### config.mk
export PLATFORM = sky130hd
export DESIGN_NAME = pkt_link
export DESIGN_NICKNAME = d
export VERILOG_FILES = /design/src/pkt_pkg.sv /design/src/crc16_check.sv /design/src/axis_skid.sv /design/src/packet_fifo.sv /design/src/pkt_link.sv
export VERILOG_INCLUDE_DIRS = /design/src /design/src/src
export SDC_FILE = /design/constraint.sdc
export NUM_CORES = 1
export LEC_CHECK = 0
export BUFFER_PORTS_ARGS = -buffer_cell sky130_fd_sc_hd__buf_2
export CORE_UTILIZATION = 25
export CTS_BUF_LIST = sky130_fd_sc_hd__clkbuf_16
export DETAILED_ROUTE_END_ITERATION = 10
export GPL_ROUTABILITY_DRIVEN = 0
export REMOVE_ABC_BUFFERS = 1
export SETUP_SLACK_MARGIN = 0.4
export SLEW_MARGIN = 5
export SYNTH_ARGS = -nofsm -noshare
export SYNTH_HDL_FRONTEND = slang
export SYNTH_SLANG_ARGS = --single-unit
### constraint.sdc
create_clock -name clock -period 5.2 [get_ports clock]
set_clock_uncertainty 0.15 [all_clocks]
set_input_delay 0 -clock clock [delete_from_list [all_inputs] [get_ports clock]]
set_output_delay 0 -clock clock [all_outputs]
set_load 0.01 [all_outputs]
### src/pkt_link_cfg.svh
`ifndef PKT_LINK_CFG_SVH
`define PKT_LINK_CFG_SVH

// Data bits carried by one beat of the link
`define PKT_WIDTH 8

// Packet FIFO entries, power of two
`define PKT_DEPTH 16

// Read side of the FIFO
// 0 = async read, 1 = SRAM read register, 2 = read register plus skid
`define PKT_OUTREG 1

// Longest legal frame in kept beats, CRC bytes included
// Must stay below PKT_DEPTH so one frame always fits
`define PKT_MAX_FRAME 12

`endif

### src/pkt_pkg.sv
`include "pkt_link_cfg.svh"

package pkt_pkg;

  // One beat of payload
  typedef logic [`PKT_WIDTH-1:0] data_t;

  // Committed occupancy, never reaches PKT_DEPTH
  typedef logic [$clog2(`PKT_DEPTH)-1:0] level_t;

  // CRC-16 shift register, bit 0 is the next to leave
  typedef logic [15:0] crc_t;

  // USB CRC-16, x^16 + x^15 + x^2 + 1 in reflected form
  localparam crc_t CRC_POLY = 16'hA001;

  // Register start value for every frame
  localparam crc_t CRC_INIT = 16'hFFFF;

  // Left in the register after a frame with a correct appended CRC
  localparam crc_t CRC_RESIDUAL = 16'hB001;

endpackage

### src/crc16_check.sv
`timescale 1ns/100ps

module crc16_check (
  input  logic           clock,
  input  logic           reset,
  input  logic           beat_i,
  input  logic           keep_i,
  input  logic           last_i,
  input  pkt_pkg::data_t data_i,
  output logic           save_o,
  output logic           drop_o
);

  pkt_pkg::crc_t crc_q;
  pkt_pkg::crc_t crc_next;
  logic          seen_q;
  logic          good_w;

  // Shift one byte through the register, LSB first
  function automatic pkt_pkg::crc_t crc_byte(input pkt_pkg::crc_t crc_in,
                                             input pkt_pkg::data_t data);
    pkt_pkg::crc_t crc;
    crc = crc_in;
    for (int i = 0; i < $bits(data); i++) begin
      if (crc[0] ^ data[i]) begin
        crc = (crc >> 1) ^ pkt_pkg::CRC_POLY;
      end else begin
        crc = crc >> 1;
      end
    end
    return crc;
  endfunction

  // Register value including the current beat, if it carries a byte
  assign crc_next = keep_i ? crc_byte(crc_q, data_i) : crc_q;

  // A frame without any kept byte cannot hold a CRC
  assign good_w = (seen_q || keep_i) && (crc_next == pkt_pkg::CRC_RESIDUAL);

  assign save_o = beat_i && last_i && good_w;
  assign drop_o = beat_i && last_i && !good_w;

  always_ff @(posedge clock) begin
    if (reset) begin
      crc_q  <= pkt_pkg::CRC_INIT;
      seen_q <= 1'b0;
    end else if (beat_i && last_i) begin
      // Frame decided, start over for the next one
      crc_q  <= pkt_pkg::CRC_INIT;
      seen_q <= 1'b0;
    end else if (beat_i && keep_i) begin
      crc_q  <= crc_next;
      seen_q <= 1'b1;
    end
  end

endmodule

### src/axis_skid.sv
`timescale 1ns/100ps

module axis_skid #(
  parameter bit BYPASS = 1'b0
) (
  input  logic           clock,
  input  logic           reset,
  input  logic           s_tvalid_i,
  output logic           s_tready_o,
  input  logic           s_tlast_i,
  input  pkt_pkg::data_t s_tdata_i,
  output logic           m_tvalid_o,
  input  logic           m_tready_i,
  output logic           m_tlast_o,
  output pkt_pkg::data_t m_tdata_o
);

  if (BYPASS) begin : g_bypass

    assign s_tready_o = m_tready_i;
    assign m_tvalid_o = s_tvalid_i;
    assign m_tlast_o  = s_tlast_i;
    assign m_tdata_o  = s_tdata_i;

  end else begin : g_skid

    logic           out_valid_q, out_last_q;
    logic           skid_valid_q, skid_last_q;
    pkt_pkg::data_t out_data_q, skid_data_q;
    logic           out_free_w;

    // Output register can take a new beat this cycle
    assign out_free_w = !out_valid_q || m_tready_i;

    // Ready depends only on a flop, so the path from m_tready_i ends here
    assign s_tready_o = !skid_valid_q;

    always_ff @(posedge clock) begin
      if (reset) begin
        out_valid_q  <= 1'b0;
        skid_valid_q <= 1'b0;
      end else if (out_free_w) begin
        out_valid_q  <= skid_valid_q || s_tvalid_i;
        skid_valid_q <= 1'b0;
      end else if (s_tvalid_i && !skid_valid_q) begin
        // Output stalled, park the incoming beat
        skid_valid_q <= 1'b1;
      end
    end

    always_ff @(posedge clock) begin
      if (out_free_w) begin
        {out_last_q, out_data_q} <= skid_valid_q ? {skid_last_q, skid_data_q}
                                                 : {s_tlast_i, s_tdata_i};
      end else if (!skid_valid_q) begin
        {skid_last_q, skid_data_q} <= {s_tlast_i, s_tdata_i};
      end
    end

    assign m_tvalid_o = out_valid_q;
    assign m_tlast_o  = out_last_q;
    assign m_tdata_o  = out_data_q;

  end

endmodule

### src/packet_fifo.sv
`timescale 1ns/100ps

module packet_fifo #(
  parameter int WIDTH  = 8,
  parameter int DEPTH  = 16,
  parameter int OUTREG = 1
) (
  input  logic            clock,
  input  logic            reset,
  output pkt_pkg::level_t level_o,
  input  logic            drop_i,
  input  logic            save_i,
  input  logic            redo_i,
  input  logic            next_i,
  input  logic            s_tvalid_i,
  output logic            s_tready_o,
  input  logic            s_tkeep_i,
  input  logic            s_tlast_i,
  input  pkt_pkg::data_t  s_tdata_i,
  output logic            m_tvalid_o,
  input  logic            m_tready_i,
  output logic            m_tlast_o,
  output pkt_pkg::data_t  m_tdata_o
);

  localparam int ABITS = $clog2(DEPTH);
  localparam int PTR_W = ABITS + 1;
  // One slot stays free so the level fits in ABITS bits
  localparam logic [PTR_W-1:0] FULL_USED = PTR_W'(DEPTH - 1);

  // Each entry holds the last flag above the data byte
  logic [WIDTH:0] sram [DEPTH];

  // Pointers carry a wrap bit above the address
  logic [PTR_W-1:0] waddr_q, paddr_q, raddr_q, rplay_q, optr_q;
  logic [PTR_W-1:0] waddr_next, paddr_next, rplay_next;
  logic [PTR_W-1:0] used_next, commit_next;
  logic [ABITS-1:0] level_q;
  logic             wready_q, hold_q;
  logic             store_w, avail_w, fetch_w, deliver_w;

  // Read-side stream before the packet hold gate
  logic             out_valid_w, out_ready_w, out_last_w;
  pkt_pkg::data_t   out_data_w;

  // Write side

  assign store_w = s_tvalid_i && wready_q && s_tkeep_i;

  always_comb begin
    waddr_next = waddr_q;
    if (drop_i) begin
      waddr_next = paddr_q;
    end else if (store_w) begin
      waddr_next = waddr_q + 1'b1;
    end
    // Save includes a kept last beat written this cycle
    paddr_next  = save_i ? waddr_next : paddr_q;
    rplay_next  = next_i ? optr_q : rplay_q;
    used_next   = waddr_next - rplay_next;
    commit_next = paddr_next - rplay_next;
  end

  always_ff @(posedge clock) begin
    if (store_w) begin
      sram[waddr_q[ABITS-1:0]] <= {s_tlast_i, s_tdata_i};
    end
  end

  always_ff @(posedge clock) begin
    if (reset) begin
      waddr_q  <= '0;
      paddr_q  <= '0;
      rplay_q  <= '0;
      wready_q <= 1'b0;
      level_q  <= '0;
    end else begin
      waddr_q  <= waddr_next;
      paddr_q  <= paddr_next;
      rplay_q  <= rplay_next;
      // Space is held until the consumer acknowledges
      wready_q <= used_next != FULL_USED;
      level_q  <= commit_next[ABITS-1:0];
    end
  end

  assign s_tready_o = wready_q;
  assign level_o    = level_q;

  // Read side

  // Only committed beats are visible to the reader
  assign avail_w = raddr_q != paddr_q;

  // After a last beat the output waits for ack or nak
  assign m_tvalid_o  = out_valid_w && !hold_q;
  assign out_ready_w = m_tready_i && !hold_q;
  assign m_tlast_o   = out_last_w;
  assign m_tdata_o   = out_data_w;
  assign deliver_w   = m_tvalid_o && m_tready_i;

  always_ff @(posedge clock) begin
    if (reset) begin
      raddr_q <= '0;
      optr_q  <= '0;
      hold_q  <= 1'b0;
    end else begin
      if (redo_i) begin
        raddr_q <= rplay_q;
      end else if (fetch_w) begin
        raddr_q <= raddr_q + 1'b1;
      end

      // Delivered position, becomes the replay point on ack
      if (redo_i) begin
        optr_q <= rplay_q;
      end else if (deliver_w) begin
        optr_q <= optr_q + 1'b1;
      end

      if (next_i || redo_i) begin
        hold_q <= 1'b0;
      end else if (deliver_w && m_tlast_o) begin
        hold_q <= 1'b1;
      end
    end
  end

  if (OUTREG == 0) begin : g_async

    // Distributed RAM with an asynchronous read
    assign fetch_w     = avail_w && out_ready_w && !redo_i;
    assign out_valid_w = avail_w;
    assign {out_last_w, out_data_w} = sram[raddr_q[ABITS-1:0]];

  end else begin : g_outreg

    logic           xvalid_q, xlast_q, xready_w;
    pkt_pkg::data_t xdata_q;

    assign fetch_w = avail_w && (!xvalid_q || xready_w) && !redo_i;

    // SRAM read register, emptied on a replay
    always_ff @(posedge clock) begin
      if (reset || redo_i) begin
        xvalid_q <= 1'b0;
      end else if (fetch_w) begin
        xvalid_q <= 1'b1;
      end else if (xready_w) begin
        xvalid_q <= 1'b0;
      end
    end

    always_ff @(posedge clock) begin
      if (fetch_w) begin
        {xlast_q, xdata_q} <= sram[raddr_q[ABITS-1:0]];
      end
    end

    axis_skid #(
      .BYPASS(OUTREG == 1)
    ) skid_inst (
      .clock     (clock),
      .reset     (reset || redo_i),
      .s_tvalid_i(xvalid_q),
      .s_tready_o(xready_w),
      .s_tlast_i (xlast_q),
      .s_tdata_i (xdata_q),
      .m_tvalid_o(out_valid_w),
      .m_tready_i(out_ready_w),
      .m_tlast_o (out_last_w),
      .m_tdata_o (out_data_w)
    );

  end

endmodule

### src/pkt_link.sv
`timescale 1ns/100ps
`include "pkt_link_cfg.svh"

module pkt_link (
  input  logic            clock,
  input  logic            reset,
  input  logic            s_tvalid_i,
  output logic            s_tready_o,
  input  logic            s_tkeep_i,
  input  logic            s_tlast_i,
  input  pkt_pkg::data_t  s_tdata_i,
  output logic            m_tvalid_o,
  input  logic            m_tready_i,
  output logic            m_tlast_o,
  output pkt_pkg::data_t  m_tdata_o,
  input  logic            ack_i,
  input  logic            nak_i,
  output pkt_pkg::level_t level_o
);

  logic beat_w, save_w, drop_w;

  // Input beat accepted this cycle
  assign beat_w = s_tvalid_i && s_tready_o;

  crc16_check crc_inst (
    .clock (clock),
    .reset (reset),
    .beat_i(beat_w),
    .keep_i(s_tkeep_i),
    .last_i(s_tlast_i),
    .data_i(s_tdata_i),
    .save_o(save_w),
    .drop_o(drop_w)
  );

  // Ack frees the delivered packet, nak replays it
  packet_fifo #(
    .WIDTH (`PKT_WIDTH),
    .DEPTH (`PKT_DEPTH),
    .OUTREG(`PKT_OUTREG)
  ) fifo_inst (
    .clock     (clock),
    .reset     (reset),
    .level_o   (level_o),
    .drop_i    (drop_w),
    .save_i    (save_w),
    .redo_i    (nak_i),
    .next_i    (ack_i),
    .s_tvalid_i(s_tvalid_i),
    .s_tready_o(s_tready_o),
    .s_tkeep_i (s_tkeep_i),
    .s_tlast_i (s_tlast_i),
    .s_tdata_i (s_tdata_i),
    .m_tvalid_o(m_tvalid_o),
    .m_tready_i(m_tready_i),
    .m_tlast_o (m_tlast_o),
    .m_tdata_o (m_tdata_o)
  );

endmodule

---- Yosys cells after proc, flatten, opt, wreduce, memory -nomap -nowiden ----
Memory sizes are Yosys's and may differ from the RTL's. A register that Yosys moved wholly into a read port is not among the register bits.
Index checks and enable logic that the tools add are counted.
cells by class
  add/sub/neg operators ................... 5
  eq/ne operators ......................... 3
  multiplexer cells ....................... 21
  bitwise gates (word level) .............. 16
  reduce and logical (&&, ||, !) cells .... 25
operators by type and width
  kind                                                    count
  two-way mux 16 bit                                      9
  two-way mux 5 bit                                       8
  NOT 2 -> 3 bit                                          8
  == test 16 bit (second input constant)                  1
  adder 5 x 1 -> 5 bit (second input constant)            3
  logical AND 1 bit                                       12
  XOR 1 bit                                               8
  nonzero test 2 bit                                      3
  inequality test 5 x 4 -> 1 bit (second input constant)  1
  inequality test 5 bit                                   1
  subtractor 5 bit                                        1
  zero test 1 bit                                         4
  logical OR 1 bit                                        4
  two-way mux 1 bit                                       4
  OR reduction 2 bit                                      2
  subtractor 4 bit                                        1
word-level totals
  flip-flop bits (word level) ............. 49
  RAM bits ................................ 144
  bits of input ports ..................... 16
  logic and storage cells ................. 82
  memories kept ........................... 1
memories
  name            words  bits a word  rd ports  clocked after memory_dff  write ports  line               RTL
  fifo_inst.sram  16     9            1         1                         1            packet_fifo.sv:32  logic [WIDTH:0] sram [DEPTH];

---- Longest topological paths before layout ----
Gate-level depths: netlist of run 1.
  depth after elaboration ................. 24
  gate-level depth with buffers ........... 16

---- Cells and area by module ----
A second synthesis of run 1 with hierarchy kept.
unflattened totals
  cell total of the unflattened synthesis .. 570
  area, all modules ....................... 8729.6 um^2
modules (own cells, without submodules)
  module       times used  cells an instance  area each (um^2)  seq. area each (um^2)
  packet_fifo  1           448                7608.5            5235.0
  crc16_check  1           110                1032.2            340.3
  axis_skid    1           11                 82.6              0.0
  pkt_link     1           1                  6.3               0.0

---- Worst setup path after synthesis of run 1 ----
Ideal clock, no wire load.
  path type ............................... register -> register
  from .................................... register crc_inst.crc_q[0]
  to ...................................... register fifo_inst.wready_q, in the netlist fifo_inst.s_tready_o
  setup time .............................. 0.137 ns
  arrival time ............................ 3.705 ns
  path slack .............................. 1.208 ns
  cell stages (with the launch flop) ...... 15
  buffers on the path ..................... 0
  period minus slack after synthesis ...... 3.992 ns
  path through ............................ dfxtp_1 -> xor2_1 -> xnor3_1 -> xnor3_2 -> a22o_2 -> a31oi_4 -> mux2i_1 -> inv_1 -> ha_1 -> nor2b_1 -> o21a_1 -> o21ai_0 -> nor4bb_1 -> nor4b_1 -> nor4_1
on the way
  word-level cells in the longest chain between the ends .. 24
  elaborated cells on any way between the ends .. 30
  classes of those cells .................. add/sub: 1; eq/ne: 2; mux: 10; bitwise: 14; reduce/logical: 3
ends and longest elaborated chain
  what                                line               RTL
  from (decl)                         crc16_check.sv:14  pkt_pkg::crc_t crc_q;
  from (signal assigned)              crc16_check.sv:45  crc_q <= pkt_pkg::CRC_INIT;
  from (signal assigned)              crc16_check.sv:49  crc_q <= pkt_pkg::CRC_INIT;
  from (signal assigned)              crc16_check.sv:52  crc_q <= crc_next;
  XOR 1 bit                           crc16_check.sv:25  if (crc[0] ^ data[i]) begin
  two-way mux 16 bit                  crc16_check.sv:25
  XOR 1 bit                           crc16_check.sv:25
  two-way mux 16 bit                  crc16_check.sv:25
  XOR 1 bit                           crc16_check.sv:25
  two-way mux 16 bit                  crc16_check.sv:25
  XOR 1 bit                           crc16_check.sv:25
  two-way mux 16 bit                  crc16_check.sv:25
  [... 9 more ...]                    -
  == test 16 bit (*)                  crc16_check.sv:38  assign good_w = (seen_q || keep_i) && (crc_next == pkt_pkg::CRC_RESIDUAL);
  logical AND 1 bit (*)               crc16_check.sv:38
  zero test 1 bit (*)                 crc16_check.sv:41  assign drop_o = beat_i && last_i && !good_w;
  logical AND 1 bit (*)               crc16_check.sv:41
  two-way mux 5 bit (*)               packet_fifo.sv:52  if (drop_i) begin
  net fifo_inst.waddr_next[1]         packet_fifo.sv:36  logic [PTR_W-1:0] waddr_next, paddr_next, rplay_next;
  subtractor 5 bit (*)                packet_fifo.sv:60  used_next = waddr_next - rplay_next;
  inequality test 5 x 4 -> 1 bit (*)  packet_fifo.sv:82  wready_q <= used_next != FULL_USED;
  to (signal assigned)                packet_fifo.sv:75  wready_q <= 1'b0;
  to (signal assigned)                packet_fifo.sv:82
  to (decl)                           packet_fifo.sv:39  logic wready_q, hold_q;
The timed path passes the listed nets; every way through them passes the cells marked *.
A chain may end at the register's enable or synchronous reset.

---- Final worst setup path of run 1 ----
  from .................................... register crc_inst.crc_q[0]
  to ...................................... register fifo_inst.wready_q, in the netlist fifo_inst.s_tready_o
on the way
  word-level cells in the longest chain between the ends .. 24
  elaborated cells on any way between the ends .. 30
  classes of those cells .................. add/sub: 1; eq/ne: 2; mux: 10; bitwise: 14; reduce/logical: 3
ends and longest elaborated chain
  what                                line               RTL
  XOR 1 bit                           crc16_check.sv:25
  two-way mux 16 bit                  crc16_check.sv:25
  XOR 1 bit                           crc16_check.sv:25
  two-way mux 16 bit                  crc16_check.sv:25
  XOR 1 bit                           crc16_check.sv:25
  two-way mux 16 bit                  crc16_check.sv:25
  XOR 1 bit                           crc16_check.sv:25
  two-way mux 16 bit                  crc16_check.sv:25
  [... 8 more ...]                    -
  two-way mux 16 bit (*)              crc16_check.sv:35  assign crc_next = keep_i ? crc_byte(crc_q, data_i) : crc_q;
  == test 16 bit (*)                  crc16_check.sv:38
  logical AND 1 bit (*)               crc16_check.sv:38
  zero test 1 bit (*)                 crc16_check.sv:41
  logical AND 1 bit (*)               crc16_check.sv:41
  two-way mux 5 bit (*)               packet_fifo.sv:52
  subtractor 5 bit (*)                packet_fifo.sv:60
  inequality test 5 x 4 -> 1 bit (*)  packet_fifo.sv:82
Mark *: on every way between the ends. The rest lies on a longest branch, timed or not.

==> flow_metrics.env, run 1 <==
export IMPL_outcome="completed"
export IMPL_hold_violations=0
export IMPL_hold_class="input pin to flip-flop"
export IMPL_grt_pass1_wl_um=28000
export IMPL_switching_share_pct=22.7
export IMPL_whs_path_depth=2
export IMPL_vdd_drop_max_v=0.000286
export IMPL_cp_data_required_time_ns=5.47
export IMPL_grt_pass1_vias=4736
export IMPL_finalCritPeriodShare_pct=82.4
export IMPL_num_rows=67
export IMPL_synth_common_cells="edfxtp_1 (153), dfxtp_1 (49), mux4_2 (45)"
export IMPL_cts_tree="done"
export IMPL_htree_num_levels=1
export IMPL_ys_ff_latch=202
export IMPL_worst_slack_ns=0.916
export IMPL_grt_ovfl_total=0
export IMPL_p_comb_share_pct=8.1
export IMPL_die_width_um=186
export IMPL_drtPass1Iterations=4
export IMPL_period_minus_slack_ns=4.28
export IMPL_die_h_um=186
export IMPL_crit_buf_inv=0
export IMPL_grt_start_max_net_pins=40
export IMPL_p_sw_mw=0.818
export IMPL_fmax_mhz=233
export IMPL_grt_use_total_pct=10.5
export IMPL_routed_wl_um=17800
export IMPL_grt_use_met3_pct=2.16
export IMPL_p_seq_share_pct=49.9
export IMPL_end_kind="flip-flop"
export IMPL_synth_area_top_cells="edfxtp_1 (54%), mux4_2 (12%), dfxtp_1 (12%)"
export IMPL_numCtsBuffers=22
export IMPL_rsz0062_at_grt="no"
export IMPL_met2_usage_pct=17.3
export IMPL_drcViolationCount=0
export IMPL_synth_edf_count=153
export IMPL_path_clk_slew_ns=0.06
export IMPL_cpMaxStageDelayCell="xnor3_1"
export IMPL_gr_usage_met1_pct=13.9
export IMPL_ys_types=54
export IMPL_syn_inst=516
export IMPL_syn2layout_area_growth_pct=18.1
export IMPL_slew_headroom_pct=20.6
export IMPL_place_ws_ns=0.884
export IMPL_syn_avg_cell_area_um2=16.5
export IMPL_die_area_um2=34700
export IMPL_internal_power_mw=2.78
export IMPL_start_kind="flip-flop"
export IMPL_p_leak_nw=3.42
export IMPL_yosysMostFrequentCell="edfxtp_1"
export IMPL_post_cts_buffers=0
export IMPL_top_usage_layer="met2"
export IMPL_num_vias=4447
export IMPL_synth_area_um2=8500
export IMPL_synth_top_area_share_pct=54.1
export IMPL_post_drt_wl_per_cell_um=17.2
export IMPL_dp_hpwl_um=11000
export IMPL_worst_slew_pin_transition_ns=1.19
export IMPL_io_buffers=30
export IMPL_power_density_nw_per_um2=358
export IMPL_crit_family="XOR/XNOR gates"
export IMPL_synth_top_area_cell="edfxtp_1"
export IMPL_top_level_ports=31
export IMPL_finalSetupTns_ns=0
export IMPL_design_area_um2=10000
export IMPL_finalNetCount=600
export IMPL_rr_worst_depth=15
export IMPL_root_buffer="clkbuf_16"
export IMPL_max_cap_violations=0
export IMPL_setup_viol=0
export IMPL_holdCritStartpoint="s_tdata_i[1]"
export IMPL_clock_path_buffers=3
export IMPL_drive_above_1_share_pct=22.1
export IMPL_antenna_found_initial=0
export IMPL_ys_flop_type="edfxtp_1"
export IMPL_drtIter0Drc=334
export IMPL_p_total_mw=3.60
export IMPL_start_util_pct=25.3
export IMPL_cp_startpoint="crc_inst.crc_q[0]"
export IMPL_crit_chain="xor2_1 -> xnor3_1 -> xnor3_2 -> a22o_2 -> a31oi_4 -> mux2i_1 -> ha_1 -> fa_1 -> nor2b_1 -> o21a_1 -> nor2_1 -> xnor2_1 -> nor2_1 -> and3_2 -> nor4_1"
export IMPL_ys_async_sr_fraction_pct=0
export IMPL_ys_warn_count=0
export IMPL_path_max_fanout=8
export IMPL_clock_sinks=202
export IMPL_clk_insertion_delay_late_ns=0.52
export IMPL_place_area_um2=9150
export IMPL_pwr_share_clk_pct=42.0
export IMPL_critPathKind="flip-flop to flip-flop"
export IMPL_final_antenna_net_count=0
export IMPL_slowest_delay_ns=0.46
export IMPL_core_area_um2=33500
export IMPL_cp_depth=15
export IMPL_seq_area_frac_synth_pct=65.6
export IMPL_cp_arrival_ns=4.55
export IMPL_avgViaCountPerCell=4.30
export IMPL_utilization_pct=29.9
export IMPL_rr_startpoint="crc_inst.crc_q[0]"
export IMPL_slew_viol_final=0
export IMPL_path_common_cell="nor2_1"
export IMPL_antennaDiodeCount=0
-- cells in the final DEF, fill, tap and decap left out, types with 4 or more instances in the layout --
| master | count |
|---|---|
| o21ai_0 | 6 |
| and3_1 | 5 |
| inv_1 | 13 |
| clkbuf_16 | 22 |
| mux4_2 | 45 |
| nor4_1 | 5 |
| a21oi_1 | 12 |
| dfxtp_1 | 47 |
| xor2_1 | 15 |
| nor3_1 | 6 |
| o21bai_1 | 5 |
| ha_1 | 13 |
| o21a_1 | 4 |
| o211ai_1 | 8 |
| xnor2_1 | 19 |
| edfxtp_1 | 153 |
| nand3_1 | 12 |
| nand4_1 | 7 |
| clkinv_2 | 5 |
| nor2_1 | 17 |
| nor2b_1 | 6 |
| nand2_1 | 31 |
| and2_1 | 18 |
| buf_2 | 30 |
| dlygate4sd3_1 | 18 |
| mux2i_1 | 13 |
-- what timing repair did --
action,CTS,global route
endpoints found under the hold margin,177,0
hold buffers,18,0
resized for setup,0,1
endpoints found under the setup margin,0,1
-- cell type report --
type / count / area [um^2]
clock buffers: 22 / 551
clock inverters: 18 / 153
fillers: 3349 / 23500
inverters: 8 / 30.0
multi-input cells: 284 / 2820
flip-flops and latches: 202 / 5580
well taps: 448 / 561
repair buffers: 51 / 353
-- stage by stage --
stage               hold slack [ns]  std cells
detailed placement           0.0622        975
floorplan                   -0.0857        494
global placement             0.0608        975
CTS                           0.267       1033
global route                  0.289       1033
finish                        0.268       1033
-- registers in the layout (all words and copies together) (netlist names), 4 cells and up --
| signal | count |
|---|---|
| crc_inst.crc_q | 16 |
| fifo_inst.paddr_q | 5 |
| fifo_inst.optr_q | 5 |
| fifo_inst.g_outreg.xdata_q | 8 |
| fifo_inst.waddr_q | 5 |
| fifo_inst.sram | 144 |
| fifo_inst.rplay_q | 5 |
| fifo_inst.raddr_q | 5 |
| fifo_inst.level_o | 4 |
-- power groups by stage --
| stage | logic [mW] | clock network, mW | registers, mW |
|---|---|---|---|
| global route | 0.322 | 1.61 | 1.80 |
| global placement | 0.282 | 0 | 1.83 |
| finish | 0.293 | 1.51 | 1.79 |
| detailed placement | 0.284 | 0 | 1.83 |
| CTS | 0.297 | 1.54 | 1.80 |
| floorplan | 0.186 | 0 | 1.83 |
-- worst reg2reg max path: cells and delay by family, from the launching register on --
family	cells	cell delay, ns
AOI/OAI and AO/OA	3	0.76
xor gates and xnor gates	4	1.33
adders and majority gates	2	0.67
DFF	1	0.39
muxes	1	0.16
and+or+nand+nor	5	0.72
-- cells by family after synthesis --
group / share of synthesized area (%)
xor+xnor: 5.03
mux: 14.2
compound gates: 3.74
buf+inv: 1.34
simple gates: 7.70
flops: 65.6
fa+ha+maj: 2.38
-- routing by layer --
| layer | wire length (um) | vias to the layer above |
|---|---|---|
| li1 | - | 2105 |
| met1 | 8340 | 2246 |
| met2 | 8390 | 76 |
| met3 | 781 | 20 |
| met4 | 273 | 0 |
| met5 | 0 | - |
-- final timing paths --
kind / slack, ns / endpoint
setup / recovery: 0.92 / fifo_inst.s_tready_o
hold / removal: 0.27 / fifo_inst.sram[15][1]
setup reg to reg: 0.92 / fifo_inst.s_tready_o
hold reg to reg: 0.33 / crc_inst.seen_q
No activity file was read; power rests on OpenSTA's default activity.
==> inputs of run 2 (changes only) <==
ABC_AREA = 1   (was default)
clock period = 3.6 ns   (was 5.2 ns; I/O delays follow)
==> run 2 against run 1 <==
Against the previous run: core utilization up 1.9 points; global-route usage up 1.5 points; largest power group unchanged; cell count up 35%; first-iteration DRC count up 54%; combinational power up 120%; register-to-register slack worse by 0.65 ns.
==> flow_metrics.env, run 2 <==
export IMPL_utilization_pct=31.9
export IMPL_critPathKind="flip-flop to flip-flop"
export IMPL_die_area_um2=35900
export IMPL_grt_pass1_vias=6053
export IMPL_power_density_nw_per_um2=476
export IMPL_core_area_um2=34500
export IMPL_clock_sinks=202
export IMPL_period_minus_slack_ns=3.33
export IMPL_ys_warn_count=0
export IMPL_ys_async_sr_fraction_pct=0
export IMPL_clk_insertion_delay_late_ns=0.50
export IMPL_fin_cells=1394
export IMPL_num_vias=6444
export IMPL_antennaDiodeCount=0
export IMPL_drcViolationCount=0
export IMPL_syn_inst=830
export IMPL_finalSetupTns_ns=0
export IMPL_syn_avg_cell_area_um2=10.6
export IMPL_ys_types=40
export IMPL_path_max_fanout=4
export IMPL_end_kind="flip-flop"
export IMPL_antenna_found_initial=0
export IMPL_avgViaCountPerCell=4.62
export IMPL_cp_arrival_ns=3.62
export IMPL_routed_wl_um=21900
export IMPL_largest_reg_flops=144
export IMPL_clock_path_buffers=3
export IMPL_slew_viol_final=0
export IMPL_ys_ff_latch=202
export IMPL_start_kind="flip-flop"
export IMPL_yosysMostFrequentCell="edfxtp_1"
export IMPL_num_rows=68
export IMPL_layout_common_cells="edfxtp_1 (153), nor2_1 (122), nand2_1 (119), inv_1 (61), o21ai_0 (60)"
export IMPL_die_h_um=189
export IMPL_synth_top_area_cell="edfxtp_1"
export IMPL_synth_area_um2=8780
export IMPL_max_cap_violations=0
export IMPL_start_util_pct=25.4
export IMPL_grt_ovfl_total=0
export IMPL_io_buffers=30
export IMPL_cts_tree="done"
export IMPL_synth_edf_count=153
export IMPL_slew_headroom_pct=30.8
export IMPL_syn2layout_area_growth_pct=25.4
export IMPL_p_leak_nw=4.03
export IMPL_placed_cells=1311
export IMPL_dp_hpwl_um=13600
export IMPL_fmax_mhz=300
export IMPL_layout_commonest_cell="edfxtp_1"
export IMPL_drive_above_1_share_pct=21.9
export IMPL_finalNetCount=956
export IMPL_post_drt_wl_per_cell_um=15.7
export IMPL_die_width_um=189
export IMPL_synth_area_top_cells="edfxtp_1 (52%), dfxtp_1 (11%), nand2_1 (6.3%)"
export IMPL_ys_flop_type="edfxtp_1"
export IMPL_synth_common_cells="edfxtp_1 (153), nand2_1 (148), nor2_1 (124)"
export IMPL_seq_area_frac_synth_pct=63.5
export IMPL_place_area_um2=9590
export IMPL_hold_violations=0
export IMPL_drtIter0Drc=516
export IMPL_htree_num_levels=1
export IMPL_hold_class="input pin to flip-flop"
export IMPL_worst_slack_ns=0.265
export IMPL_vdd_drop_max_v=0.000317
export IMPL_setup_viol=0
export IMPL_grt_pass1_wl_um=33600
export IMPL_grt_use_total_pct=12.0
export IMPL_grt_start_max_net_pins=76
export IMPL_cp_data_required_time_ns=3.88
export IMPL_place_ws_ns=-0.0160
export IMPL_worst_slew_pin_transition_ns=1.03
export IMPL_numCtsBuffers=21
export IMPL_synth_top_area_share_pct=52.3
export IMPL_rsz0062_at_grt="yes"
export IMPL_drtPass1Iterations=5
export IMPL_top_level_ports=31
export IMPL_outcome="completed"
export IMPL_root_buffer="clkbuf_16"
export IMPL_path_clk_slew_ns=0.06
export IMPL_final_antenna_net_count=0
export IMPL_finalCritPeriodShare_pct=92.6
export IMPL_design_area_um2=11000
[run 2: cell types whose count changed in the layout (fill, tap and decap cells not counted), moves of 13 or more]
cell	delta
and2_1	-18
buf_4	+52
inv_1	+48
mux4_2	-45
nand2_1	+88
nand2_2	+32
nand3_1	+16
nor2_1	+105
o21ai_0	+54
o221ai_1	+13
o32ai_1	+24
xnor2_1	-15
[run 2: final timing paths]
path / from / endpoint / slack (ns) / cells past startpoint
max: crc_inst.crc_q[5] / fifo_inst.level_o[3] / 0.27 / 24
min: s_tkeep_i / crc_inst.crc_q[10] / 0.14 / 5
max reg2reg: crc_inst.crc_q[5] / fifo_inst.level_o[3] / 0.27 / 24
min reg2reg: crc_inst.crc_q[8] / crc_inst.crc_q[8] / 0.32 / 2
[run 2: cells by family (layout without fill, tap and decap cells)]
kind of cell | count (synthesis) | in the layout | share of synthesized area (%)
flops | 202 | 202 | 63.5
buf+inv | 96 | 205 | 4.19
fa+ha+maj | 15 | 15 | 2.31
simple gates | 328 | 328 | 15.3
xor+xnor | 24 | 24 | 2.39
mux | 13 | 13 | 1.48
compound gates | 152 | 152 | 10.8
[run 2: per-stage QoR]
step | hold WS, ns | total power [mW]
floorplan | -0.0833 | 2.97
global placement | 0.174 | 3.17
detailed placement | 0.171 | 3.17
CTS | 0.0565 | 5.24
global route | 0.171 | 5.45
finish | 0.142 | 5.24
[run 2: critical path, cell delays in order, from the launching register on]
cell and delay, ns:
dfxtp_4 0.37, xnor2_4 0.15, buf_12 0.13, xor2_4 0.18
nand2_1 0.06, o21ai_0 0.07, nor2_1 0.13, nand2_1 0.08
nor2_2 0.13, nand2_2 0.08, a21oi_4 0.14, nand2_4 0.08
buf_4 0.14, nor2_4 0.15, buf_6 0.13, nand2_1 0.07
o21ai_2 0.09, inv_2 0.07, ha_1 0.28, nand3_2 0.08
nand2_2 0.06, xnor2_2 0.14, nand3_1 0.11, nand2_1 0.07
nor2_2 0.13
[run 2: layout make-up]
type,count,area [um^2]
fill,3511,23500
sequential,202,5600
multi-input combinational,532,3190
timing repair buffer,107,796
tap,455,569
clock buffer,21,526
inverter,61,231
clock inverter,16,93.8
[run 2: timing repair]
item	4_1_cts	5_1_grt
resized for setup	52	45
hold buffers	19	0
endpoints found under the hold margin	191	0
setup endpoints to repair	2	4
pin swaps	24	23
setup buffers	19	8
[run 2: routing by layer]
layer | vias up | GRT usage [%] | share of wire, %
met1 | 3143 | 16.6 | 47
met4 | 0 | 2.51 | 1.7
li1 | 3099 | - | -
met2 | 170 | 19.4 | 46
met5 | - | 0 | 0
met3 | 32 | 2.11 | 5.1
[run 2: where the power goes]
part           leakage, nW  switching [mW]  internal [mW]
Sequential            1.78          0.0376           2.55
Clock                0.338           0.868           1.13
Combinational         1.91           0.401          0.255
==> inputs of run 3 (changes only) <==
CORE_MARGIN = 10   (was default)
GPL_TIMING_DRIVEN = 0   (was default)
PLACE_DENSITY = 0.51   (was default)
==> run 3 against run 2 <==
Against the previous run: clock power rose by 12%; power rose by 4.5%; die area rose by 20%; fmax rose by 0.63%; sequential share of layout area rose by 0.43 points; cell count fell by 1.9%; critical path type unchanged; largest cell class unchanged.
==> flow_metrics.env, run 3 (same netlist as run 2, synthesis figures left out) <==
export IMPL_outcome="completed"
export IMPL_htree_num_levels=1
export IMPL_max_cap_violations=0
export IMPL_antennaDiodeCount=0
export IMPL_finalCritPeriodShare_pct=92.1
export IMPL_vdd_drop_max_v=0.000299
export IMPL_p_leak_nw=3.92
export IMPL_num_vias=6222
export IMPL_die_area_um2=43000
export IMPL_clk_insertion_delay_late_ns=0.51
export IMPL_grt_start_max_net_pins=76
export IMPL_largest_reg_flops=144
export IMPL_dp_hpwl_um=13600
export IMPL_clock_sinks=202
export IMPL_layout_common_cells="edfxtp_1 (153), nor2_1 (122), nand2_1 (121), o21ai_0 (59), inv_1 (56)"
export IMPL_finalSetupTns_ns=0
export IMPL_hold_class="input pin to flip-flop"
export IMPL_io_buffers=30
export IMPL_placed_cells=1283
export IMPL_avgViaCountPerCell=4.55
export IMPL_setup_viol=0
export IMPL_start_kind="flip-flop"
export IMPL_antenna_found_initial=0
export IMPL_slew_headroom_pct=29.6
export IMPL_end_kind="flip-flop"
export IMPL_die_h_um=207
export IMPL_core_area_um2=34600
export IMPL_drtIter0Drc=509
export IMPL_cp_arrival_ns=3.57
export IMPL_post_drt_wl_per_cell_um=16.5
export IMPL_numCtsBuffers=22
export IMPL_syn2layout_area_growth_pct=24.4
export IMPL_power_density_nw_per_um2=501
export IMPL_drive_above_1_share_pct=19.3
export IMPL_rsz0062_at_grt="yes"
export IMPL_top_level_ports=31
export IMPL_start_util_pct=25.4
export IMPL_place_ws_ns=-0.326
export IMPL_root_buffer="clkbuf_16"
export IMPL_grt_ovfl_total=0
export IMPL_path_clk_slew_ns=0.06
export IMPL_worst_slew_pin_transition_ns=1.05
export IMPL_clock_path_buffers=3
export IMPL_cts_tree="done"
export IMPL_grt_pass1_wl_um=34700
export IMPL_fill_cells=3509
export IMPL_worst_slack_ns=0.286
export IMPL_drtPass1Iterations=5
export IMPL_die_width_um=207
export IMPL_period_minus_slack_ns=3.31
export IMPL_finalNetCount=928
export IMPL_path_max_fanout=7
export IMPL_fin_cells=1368
export IMPL_fmax_mhz=302
export IMPL_drcViolationCount=0
export IMPL_routed_wl_um=22600
export IMPL_critPathKind="flip-flop to flip-flop"
export IMPL_hold_violations=0
export IMPL_grt_use_total_pct=10.0
export IMPL_slew_viol_final=0
export IMPL_num_rows=68
export IMPL_layout_commonest_cell="edfxtp_1"
export IMPL_cp_data_required_time_ns=3.85
export IMPL_grt_pass1_vias=5981
export IMPL_final_antenna_net_count=0
run 3: cell types whose count changed in the layout (fill, tap and decap cells not counted), moves of 3 or more:
cell and change:
inv_1 -5, buf_4 -36, dlygate4sd3_1 +5, nand2_2 -3
run 3: path summary, 6_finish.rpt:
check	cells after the start	startpoint	end	slack (ns)
worst min register to register	2	crc_inst.crc_q[8]	crc_inst.crc_q[8]	0.32
worst max register to register	26	crc_inst.crc_q[5]	fifo_inst.s_tready_o	0.29
worst min-delay path	6	s_tdata_i[6]	crc_inst.crc_q[12]	0.05
worst max-delay path	26	crc_inst.crc_q[5]	fifo_inst.s_tready_o	0.29
run 3: power breakdown:
group          switching, mW  internal [mW]  total [mW]
logic                  0.400          0.245       0.645
clock network          0.909           1.33        2.23
registers             0.0440           2.55        2.60
total                   1.35           4.12        5.48
run 3: timing repair:
action,4_1_cts,5_1_grt
setup buffers,8,13
resized for setup,51,46
hold buffers,24,0
hold endpoints to repair,185,0
setup endpoints to repair,126,17
pin swaps,20,32
run 3: area by class of cell:
cell class	instances	area [um^2]	share of cell area [%]
clock buffers	22	551	5.04
clock inverters	18	163	1.49
inverters	61	240	2.20
multi-input cells	532	3180	29.1
flip-flops and latches	202	5610	51.3
well taps	455	569	5.21
repair buffers	78	614	5.62
run 3: metrics by stage:
stage	area [um^2]	hold WS [ns]	total power, mW	utilization [%]
detailed placement	9440	0.196	3.18	27.2
floorplan	8640	-0.0833	2.97	-
global placement	9360	0.195	3.17	27.0
global route	10900	0.0825	5.71	31.5
finish	10900	0.0532	5.48	31.5
CTS	10600	0.00642	5.48	30.7
run 3: routing by layer:
layer	global-route usage, %	up-vias	wire (um)
met3	1.67	29	1150
met2	15.1	134	9890
met1	14.7	3021	11100
li1	-	3038	-
met5	0	-	0
met4	2.11	0	388
run 3: worst max-delay path, cell delays in order, from the launching register on:
cell,delay (ns)
dfxtp_4,0.36
buf_6,0.12
xor2_1,0.16
nand2_1,0.10
nand2_2,0.08
nand2_1,0.05
nor2_1,0.09
nand3_1,0.09
nand2_1,0.08
nand2_1,0.05
nor2_1,0.10
nand2_1,0.08
a21oi_2,0.15
nand2_4,0.09
nand2_8,0.09
nand3_4,0.06
nand2_2,0.08
inv_2,0.05
ha_4,0.16
fa_2,0.38
o21ai_2,0.19
xor2_2,0.17
inv_1,0.05
nand2_1,0.06
nand3_1,0.06
nand2_1,0.07
inv_1,0.04
